===== config.mk =====
export PLATFORM = sky130hd
export DESIGN_NAME = rv_alu_core
export DESIGN_NICKNAME = d
export VERILOG_FILES = /design/src/hdl/rv_core_pkg.sv /design/src/hdl/rv_regfile.sv /design/src/hdl/rv_decode.sv /design/src/hdl/rv_execute.sv /design/src/hdl/rv_result.sv /design/src/hdl/rv_alu_core.sv
export SDC_FILE = /design/constraint.sdc
export NUM_CORES = 2
export LEC_CHECK = 0
export BUFFER_PORTS_ARGS = -buffer_cell sky130_fd_sc_hd__buf_2
export CAP_MARGIN = 40
export CORE_ASPECT_RATIO = 1.4
export CORE_UTILIZATION = 55
export DETAILED_ROUTE_END_ITERATION = 12
export PLACE_DENSITY_LB_ADDON = 0.05
export SETUP_SLACK_MARGIN = 0.1
export SLEW_MARGIN = 20
export SYNTH_ARGS = -nofsm -noshare
export SYNTH_HDL_FRONTEND = slang
export SYNTH_SLANG_ARGS = --single-unit

===== constraint.sdc =====
create_clock -name clk -period 4.8 [get_ports clk]
set_input_delay 0.24 -clock clk [delete_from_list [all_inputs] [get_ports clk]]
set_output_delay 0.24 -clock clk [all_outputs]
set_load 0.01 [all_outputs]

===== src/hdl/rv_core_pkg.sv =====
`default_nettype none

package rv_core_pkg;

    // --------------------------------------------------
    // widths
    localparam int XLEN = 32;

    typedef logic [XLEN-1:0] xlen_t;
    typedef logic [31:0]     inst_t;
    typedef logic [4:0]      reg_addr_t;

    // --------------------------------------------------
    // major opcodes kept in this core
    localparam logic [6:0] OPC_OP     = 7'b0110011;
    localparam logic [6:0] OPC_OP_IMM = 7'b0010011;
    localparam logic [6:0] OPC_LUI    = 7'b0110111;

    // alu operation, PASS_B serves lui
    typedef enum logic [3:0] {
        ADD    = 4'd0,
        SUB    = 4'd1,
        SLL    = 4'd2,
        SLT    = 4'd3,
        SLTU   = 4'd4,
        XOR    = 4'd5,
        SRL    = 4'd6,
        SRA    = 4'd7,
        OR     = 4'd8,
        AND    = 4'd9,
        PASS_B = 4'd10
    } alu_op_e;

    // --------------------------------------------------
    // stage records
    typedef struct packed {
        logic      valid;
        logic      we;
        logic      illegal;
        reg_addr_t rd;
        alu_op_e   alu_op;
        xlen_t     op_a;
        xlen_t     op_b;
    } dec_exe_t;

    typedef struct packed {
        logic      valid;
        logic      we;
        logic      illegal;
        reg_addr_t rd;
        xlen_t     result;
    } exe_res_t;

    typedef struct packed {
        reg_addr_t rd;
        xlen_t     data;
        logic      we;
        logic      illegal;
    } retire_t;

    // sent back from a later stage to decode
    typedef struct packed {
        logic      valid;
        logic      we;
        reg_addr_t rd;
        xlen_t     data;
    } fwd_t;

endpackage

`default_nettype wire


===== src/hdl/rv_regfile.sv =====
`default_nettype none

module rv_regfile
    import rv_core_pkg::*;
#(
    parameter int NUM_REGS = 32
) (
    input  logic      clk,
    input  logic      rst,
    input  logic      we_i,
    input  reg_addr_t waddr_i,
    input  xlen_t     wdata_i,
    input  reg_addr_t raddr_a_i,
    input  reg_addr_t raddr_b_i,
    output xlen_t     rdata_a_o,
    output xlen_t     rdata_b_o
);

    xlen_t regs [NUM_REGS];

    // x0 and unimplemented indices read as zero
    function automatic xlen_t read_port(reg_addr_t addr, xlen_t arr [NUM_REGS]);
        xlen_t val;
        val = '0;
        if ((addr != '0) && (int'(addr) < NUM_REGS)) begin
            val = arr[addr];
        end
        return val;
    endfunction

    assign rdata_a_o = read_port(raddr_a_i, regs);
    assign rdata_b_o = read_port(raddr_b_i, regs);

    always_ff @(posedge clk) begin
        if (rst) begin
            for (int i = 0; i < NUM_REGS; i++) begin
                regs[i] <= '0;
            end
        end else if (we_i && (waddr_i != '0) && (int'(waddr_i) < NUM_REGS)) begin
            regs[waddr_i] <= wdata_i;
        end
    end

    // decode flags out-of-range rd as illegal, so no write reaches here
    a_waddr_in_range: assert property (@(posedge clk) disable iff (rst)
        we_i |-> (int'(waddr_i) < NUM_REGS));

endmodule

`default_nettype wire


===== src/hdl/rv_decode.sv =====
`default_nettype none

module rv_decode
    import rv_core_pkg::*;
#(
    parameter int NUM_REGS = 32
) (
    input  logic      clk,
    input  logic      rst,
    input  logic      inst_valid_i,
    input  inst_t     inst_i,
    output reg_addr_t rs1_addr_o,
    output reg_addr_t rs2_addr_o,
    input  xlen_t     rs1_data_i,
    input  xlen_t     rs2_data_i,
    input  fwd_t      fwd_exe_i,
    input  fwd_t      fwd_res_i,
    output dec_exe_t  dec_exe_o
);

    // execute bundle wins over result, result wins over the register file
    function automatic xlen_t pick_src(reg_addr_t idx, xlen_t rf_val, fwd_t exe, fwd_t res);
        xlen_t val;
        val = rf_val;
        if (idx == '0) begin
            val = '0;
        end else if (exe.valid && exe.we && (exe.rd == idx)) begin
            val = exe.data;
        end else if (res.valid && res.we && (res.rd == idx)) begin
            val = res.data;
        end
        return val;
    endfunction

    function automatic alu_op_e op_from_funct3(logic [2:0] funct3, logic alt);
        alu_op_e op;
        unique case (funct3)
            3'b000: op = alt ? SUB : ADD;
            3'b001: op = SLL;
            3'b010: op = SLT;
            3'b011: op = SLTU;
            3'b100: op = XOR;
            3'b101: op = alt ? SRA : SRL;
            3'b110: op = OR;
            default: op = AND;
        endcase
        return op;
    endfunction

    // --------------------------------------------------
    // field extraction
    logic [6:0] opcode;
    logic [2:0] funct3;
    logic [6:0] funct7;
    reg_addr_t  rd;
    reg_addr_t  rs1;
    reg_addr_t  rs2;
    xlen_t      imm_i;
    xlen_t      imm_u;

    assign opcode = inst_i[6:0];
    assign rd     = inst_i[11:7];
    assign funct3 = inst_i[14:12];
    assign rs1    = inst_i[19:15];
    assign rs2    = inst_i[24:20];
    assign funct7 = inst_i[31:25];
    assign imm_i  = {{(XLEN-12){inst_i[31]}}, inst_i[31:20]};
    assign imm_u  = {inst_i[31:12], 12'b0};

    assign rs1_addr_o = rs1;
    assign rs2_addr_o = rs2;

    // --------------------------------------------------
    // control decode
    alu_op_e alu_op;
    logic    legal;
    logic    use_rs1;
    logic    use_rs2;
    logic    use_imm;
    logic    range_ok;
    xlen_t   imm;

    always_comb begin
        alu_op  = ADD;
        legal   = 1'b1;
        use_rs1 = 1'b0;
        use_rs2 = 1'b0;
        use_imm = 1'b0;
        imm     = imm_i;
        unique case (opcode)
            OPC_OP: begin
                use_rs1 = 1'b1;
                use_rs2 = 1'b1;
                alu_op  = op_from_funct3(funct3, funct7[5]);
                // only add/sub and srl/sra have an alternate encoding
                if ((funct3 == 3'b000) || (funct3 == 3'b101)) begin
                    legal = (funct7 == 7'b0000000) || (funct7 == 7'b0100000);
                end else begin
                    legal = (funct7 == 7'b0000000);
                end
            end
            OPC_OP_IMM: begin
                use_rs1 = 1'b1;
                use_imm = 1'b1;
                alu_op  = op_from_funct3(funct3, (funct3 == 3'b101) && funct7[5]);
                if (funct3 == 3'b001) begin
                    legal = (funct7 == 7'b0000000);
                end else if (funct3 == 3'b101) begin
                    legal = (funct7 == 7'b0000000) || (funct7 == 7'b0100000);
                end
            end
            OPC_LUI: begin
                use_imm = 1'b1;
                imm     = imm_u;
                alu_op  = PASS_B;
            end
            default: begin
                legal = 1'b0;
            end
        endcase
    end

    // indices beyond the implemented register count
    assign range_ok = !(use_rs1 && (int'(rs1) >= NUM_REGS))
                   && !(use_rs2 && (int'(rs2) >= NUM_REGS))
                   && (int'(rd) < NUM_REGS);

    // --------------------------------------------------
    // operands and stage register
    dec_exe_t dec_next;

    always_comb begin
        dec_next.valid   = inst_valid_i;
        dec_next.illegal = !(legal && range_ok);
        dec_next.we      = legal && range_ok;
        dec_next.rd      = rd;
        dec_next.alu_op  = alu_op;
        dec_next.op_a    = pick_src(rs1, rs1_data_i, fwd_exe_i, fwd_res_i);
        dec_next.op_b    = use_imm ? imm : pick_src(rs2, rs2_data_i, fwd_exe_i, fwd_res_i);
    end

    always_ff @(posedge clk) begin
        if (rst) begin
            dec_exe_o <= '0;
        end else begin
            dec_exe_o <= dec_next;
        end
    end

endmodule

`default_nettype wire


===== src/hdl/rv_execute.sv =====
`default_nettype none

module rv_execute
    import rv_core_pkg::*;
(
    input  logic     clk,
    input  logic     rst,
    input  dec_exe_t dec_exe_i,
    output fwd_t     fwd_exe_o,
    output exe_res_t exe_res_o
);

    // --------------------------------------------------
    // alu
    xlen_t      op_a;
    xlen_t      op_b;
    logic [4:0] shamt;
    xlen_t      alu_res;
    xlen_t      result;

    assign op_a  = dec_exe_i.op_a;
    assign op_b  = dec_exe_i.op_b;
    assign shamt = op_b[4:0];

    always_comb begin
        unique case (dec_exe_i.alu_op)
            ADD:     alu_res = op_a + op_b;
            SUB:     alu_res = op_a - op_b;
            SLL:     alu_res = op_a << shamt;
            SLT:     alu_res = xlen_t'($signed(op_a) < $signed(op_b));
            SLTU:    alu_res = xlen_t'(op_a < op_b);
            XOR:     alu_res = op_a ^ op_b;
            SRL:     alu_res = op_a >> shamt;
            SRA:     alu_res = xlen_t'($signed(op_a) >>> shamt);
            OR:      alu_res = op_a | op_b;
            AND:     alu_res = op_a & op_b;
            PASS_B:  alu_res = op_b;
            default: alu_res = '0;
        endcase
    end

    // illegal instructions carry a zero result
    assign result = dec_exe_i.illegal ? '0 : alu_res;

    // distance-one forwarding straight from the alu
    assign fwd_exe_o = '{
        valid: dec_exe_i.valid,
        we:    dec_exe_i.we,
        rd:    dec_exe_i.rd,
        data:  result
    };

    // --------------------------------------------------
    // execute/result stage register
    always_ff @(posedge clk) begin
        if (rst) begin
            exe_res_o <= '0;
        end else begin
            exe_res_o <= '{
                valid:   dec_exe_i.valid,
                we:      dec_exe_i.we,
                illegal: dec_exe_i.illegal,
                rd:      dec_exe_i.rd,
                result:  result
            };
        end
    end

    a_alu_op_known: assert property (@(posedge clk) disable iff (rst)
        (dec_exe_i.valid && !dec_exe_i.illegal) |->
            (dec_exe_i.alu_op inside {ADD, SUB, SLL, SLT, SLTU, XOR, SRL, SRA, OR, AND,
                                      PASS_B}));

endmodule

`default_nettype wire


===== src/hdl/rv_result.sv =====
`default_nettype none

module rv_result
    import rv_core_pkg::*;
(
    input  logic      clk,
    input  logic      rst,
    input  exe_res_t  exe_res_i,
    output logic      rf_we_o,
    output reg_addr_t rf_waddr_o,
    output xlen_t     rf_wdata_o,
    output fwd_t      fwd_res_o,
    output logic      retire_valid_o,
    output retire_t   retire_o
);

    logic wr_en;

    // no write for x0 or for illegal instructions
    assign wr_en = exe_res_i.valid && exe_res_i.we && !exe_res_i.illegal
                && (exe_res_i.rd != '0);

    assign rf_we_o    = wr_en;
    assign rf_waddr_o = exe_res_i.rd;
    assign rf_wdata_o = exe_res_i.result;

    // distance-two forwarding, same value the register file gets next edge
    assign fwd_res_o = '{
        valid: exe_res_i.valid,
        we:    wr_en,
        rd:    exe_res_i.rd,
        data:  exe_res_i.result
    };

    assign retire_valid_o = exe_res_i.valid;
    assign retire_o = '{
        rd:      exe_res_i.rd,
        data:    exe_res_i.result,
        we:      wr_en,
        illegal: exe_res_i.illegal
    };

    a_no_x0_write: assert property (@(posedge clk) disable iff (rst)
        rf_we_o |-> (rf_waddr_o != '0));

endmodule

`default_nettype wire


===== src/hdl/rv_alu_core.sv =====
`default_nettype none

module rv_alu_core
    import rv_core_pkg::*;
#(
    parameter int NUM_REGS = 32
) (
    input  logic    clk,
    input  logic    rst,
    input  logic    inst_valid_i,
    input  inst_t   inst_i,
    output logic    retire_valid_o,
    output retire_t retire_o
);

    // --------------------------------------------------
    // inter-stage wires
    reg_addr_t rs1_addr;
    reg_addr_t rs2_addr;
    xlen_t     rs1_data;
    xlen_t     rs2_data;
    fwd_t      fwd_exe;
    fwd_t      fwd_res;
    dec_exe_t  dec_exe;
    exe_res_t  exe_res;
    logic      rf_we;
    reg_addr_t rf_waddr;
    xlen_t     rf_wdata;

    rv_decode #(
        .NUM_REGS (NUM_REGS)
    ) u_rv_decode (
        .clk          (clk),
        .rst          (rst),
        .inst_valid_i (inst_valid_i),
        .inst_i       (inst_i),
        .rs1_addr_o   (rs1_addr),
        .rs2_addr_o   (rs2_addr),
        .rs1_data_i   (rs1_data),
        .rs2_data_i   (rs2_data),
        .fwd_exe_i    (fwd_exe),
        .fwd_res_i    (fwd_res),
        .dec_exe_o    (dec_exe)
    );

    rv_execute u_rv_execute (
        .clk       (clk),
        .rst       (rst),
        .dec_exe_i (dec_exe),
        .fwd_exe_o (fwd_exe),
        .exe_res_o (exe_res)
    );

    rv_result u_rv_result (
        .clk            (clk),
        .rst            (rst),
        .exe_res_i      (exe_res),
        .rf_we_o        (rf_we),
        .rf_waddr_o     (rf_waddr),
        .rf_wdata_o     (rf_wdata),
        .fwd_res_o      (fwd_res),
        .retire_valid_o (retire_valid_o),
        .retire_o       (retire_o)
    );

    rv_regfile #(
        .NUM_REGS (NUM_REGS)
    ) u_rv_regfile (
        .clk       (clk),
        .rst       (rst),
        .we_i      (rf_we),
        .waddr_i   (rf_waddr),
        .wdata_i   (rf_wdata),
        .raddr_a_i (rs1_addr),
        .raddr_b_i (rs2_addr),
        .rdata_a_o (rs1_data),
        .rdata_b_o (rs2_data)
    );

endmodule

`default_nettype wire


==> impl_metrics.toml <==
[critical_path]
critPathSlowestCell = "or4_1"
timing.rr.start = "u_rv_decode.dec_exe_o[42]$_SDFF_PP0_"
arrival_ns = 4.92
critical-path-max-stage-delay_ns = 0.64
r2r_setup_slack_ns = 0.53
worstPathCellList = "inv_1, ha_1, or4_1, nand2b_4, a2111oi_4, nor4_2, a21oi_2, a311oi_1, a2111o_1, o31a_1, o2bb2ai_1, dlygate4sd3_1"
r2r_cells = 12
crit_path_end_kind = "register"
required_ns = 5.45
worst-path-max-fanout = 13
worst-setup-path-type = "reg2reg"
timing.rr.end = "u_rv_decode.dec_exe_o[26]$_SDFF_PP0_"
cp-start-kind = "register"

[clock_tree]
clock_latency_ns = 0.79
numCtsBuffers = 112
cts.clk_slew.worst_paths_ns = 0.07
cts.sinks = 1140
clockBufferDepth = 3
ctsRootBufferMaster = "clkbuf_16"
cts-resized-gates = 0
cts_tree = "yes"
post_cts_buffers = 0
h-tree-depth = 3
ctsHoldBuffers = 25

[die]
die_area_um2 = 121000
io_pins = 75
core_area_um2 = 119000
rows = 150
die_x_um = 295
initial_utilization_pct = 55.4
die_h_um = 412

[sta]
fin_tns_setup_ns = 0
post-route-period-util_pct = 89.0
final.setup_skew_ns = 0.0586
rsz0062_at_grt = "no"
slew-limit-headroom_pct = 16.8
worst_slack_ns = 0.527
finalSetupViolations = 0
hold_violations = 0
fin_crit_ns = 4.27
slew_violations = 0
max_freq_mhz = 234
worst_pin_slew_ns = 1.25

[placement]
gp_congestion = 1.07
place_ws_ns = 0.907
hpwlAfterDp_mm = 189
numPortBuffers = 74
dpl_cell_area_um2 = 68100

[pwr]
ir_drop_v = 0.000388
powerDensity_nw_per_um2 = 278
p_leak_nw = 23.9

[synth]
synth.top_cell.area_share_pct = 34.6
netlist_instances = 7503
synth_cell_types = 104
ys.flop_type = "dfxtp_1"
ys_ff_latch = 1140
synthesis.nets = 7644
ys_top_cells_by_area = "dfxtp_1, mux4_2, nand2_1"
synth_edf_count = 0
seq_area_frac_synth_pct = 34.6
synth.avg_cell_area_um2 = 8.80
synth_area_leader_cell = "dfxtp_1"
netlist_area_um2 = 66000
ys_warn_count = 0
postSynth.asyncResetShare_pct = 0

[routing]
routed_wl_mm = 298
final_antenna_net_count = 0
first_pass_iters = 8
detail_route.vias_per_cell = 6.97
topRoutingLayerUsed = "met5"
met3_wirelength_mm = 34.8
routedWlPerCell_um = 33.3
wl_met2_mm = 132
drc_errors = 0
first_iter_violations = 9202
vias = 62200
met1Wirelength_mm = 99.4

[hold_path]
min_to = "u_rv_decode.dec_exe_o[73]$_SDFF_PP0_"
hold_path_startpoint = "inst_i[0]"
min_path_type = "in2reg"
min_delay_path_depth = 4

[global_routing]
grt_pass1_wl_mm = 423
overflow = 0
grt_pass1_vias = 59400
antenna_found_initial = 12
grt_usage_pct = 48.6
grt_max_degree = 208

[layout]
regArea_um2 = 22800
drive_gt1_share_pct = 18.6
area_growth_pct = 9.73
multiInputGateArea_um2 = 39700
fin_area_um2 = 72400
fillCellCount = 10300
nNetsFinal = 7364

[flow_run]
drv_cap = 0

[run_status]
outcome = "complete, no violations"
[layout by cell type (no fill, tap or decap), drive strengths merged, types with 12 or more instances in the layout]
master and n:
nand2 2219, dlygate4sd3 25, a211oi 36, a22oi 42
a221oi 20, o211ai 40, ha 104, nor3 47
nand2b 20, clkinv 30, buf 371, a22o 12
o31ai 15, mux2 25, mux4 656, nor2b 87
a21o 16, mux2i 144, nor2 250, xnor2 22
clkbuf 170, o21ai 144, a31oi 21, dfxtp 1140
o221ai 36, nor4 25, a221o 18, o22ai 58
nand3 44, xor2 21, inv 108, nand4 15
a21oi 1156
[worst max-delay path, delay by kind of cell, from the launching register on]
family                     cells  cell delay [ns]
and+or+nand+nor                3             0.97
buffers and inverters          2             0.73
adders and majority gates      1             0.52
AOI/OAI and AO/OA              6             1.29
DFF                            1             0.61
[Yosys cell counts, types with 15 or more instances]
cell type / number
a21oi_1: 1152
o211ai_1: 40
nand2b_1: 19
buf_4: 59
nor2b_1: 87
o21ai_1: 15
a221oi_1: 17
mux2_2: 24
nand3_1: 44
xnor2_1: 22
nor3_1: 45
a221o_1: 18
o22ai_1: 58
a31oi_1: 21
dfxtp_1: 1140
nor4_1: 22
buf_2: 81
ha_1: 104
o221ai_1: 36
o21ai_0: 129
mux2i_1: 144
inv_1: 100
nand4_1: 15
a211oi_1: 35
mux4_2: 655
xor2_1: 21
buf_1: 50
nor2_1: 250
a21o_1: 16
clkbuf_1: 579
a22oi_1: 42
nand2_1: 2217
[registers in the layout, indices dropped and copies added, names as in the netlist]
signal	count
u_rv_execute.exe_res_o	40
u_rv_regfile.regs	1024
u_rv_decode.dec_exe_o	76
[layer usage]
layer,vias up,global-route usage [%]
met2,4663,73.5
met4,12,42.6
met1,30100,58.1
met5,-,0
met3,1441,11.2
li1,26000,-
[cell families after synthesis]
group | Yosys count | synth area share [%]
buffers and inverters | 898 | 5.82
multiplexers | 825 | 25.0
adder cells (fa/ha/maj) | 106 | 2.03
flip-flops | 1140 | 34.6
AND/OR/NAND/NOR | 2770 | 16.9
AO/OA/AOI/OAI | 1721 | 15.1
XOR/XNOR | 43 | 0.571
[worst max-delay path by stage]
stage,start,cells past startpoint,slack [ns],endpoint
3_3_place_gp,u_rv_decode.dec_exe_o[0]$_SDFF_PP0_,12,0.91,u_rv_decode.dec_exe_o[62]$_SDFF_PP0_
2_1_floorplan,u_rv_decode.dec_exe_o[3]$_SDFF_PP0_,15,0.86,u_rv_decode.dec_exe_o[19]$_SDFF_PP0_
4_1_cts,u_rv_decode.dec_exe_o[0]$_SDFF_PP0_,13,0.59,u_rv_decode.dec_exe_o[26]$_SDFF_PP0_
3_5_place_dp,u_rv_decode.dec_exe_o[0]$_SDFF_PP0_,12,0.91,u_rv_decode.dec_exe_o[22]$_SDFF_PP0_
5_1_grt,u_rv_decode.dec_exe_o[0]$_SDFF_PP0_,13,0.29,u_rv_decode.dec_exe_o[26]$_SDFF_PP0_
6_report,u_rv_decode.dec_exe_o[42]$_SDFF_PP0_,12,0.53,u_rv_decode.dec_exe_o[26]$_SDFF_PP0_
[area by class of cell]
cell class | instances | share of cell area, %
Sequential cell | 1140 | 31.5
Tap cell | 1596 | 2.76
Inverter | 106 | 0.553
Antenna cell | 9 | 0.0311
Clock inverter | 44 | 0.660
Timing Repair Buffer | 398 | 4.98
Clock buffer | 168 | 4.69
Multi-Input combinational cell | 5465 | 54.8
[through the flow]
stage | hold slack (ns) | instances | total power, W | utilization, %
floorplan | 0.356 | 7503 | 0.0105 | -
global placement | 0.448 | 8646 | 0.0109 | 56.8
detailed placement | 0.454 | 8668 | 0.0109 | 57.1
CTS | 0.00204 | 8905 | 0.0201 | 60.6
global route | 0.0864 | 8918 | 0.0205 | 60.8
finish | 0.0504 | 8926 | 0.0201 | 60.8
[power by group]
part	total (W)	switching, W	internal (W)
logic	0.00123	0.000822	0.000407
registers	0.00949	0.0000211	0.00947
clock network	0.00941	0.00413	0.00528
(Power assumes the default switching activity.)
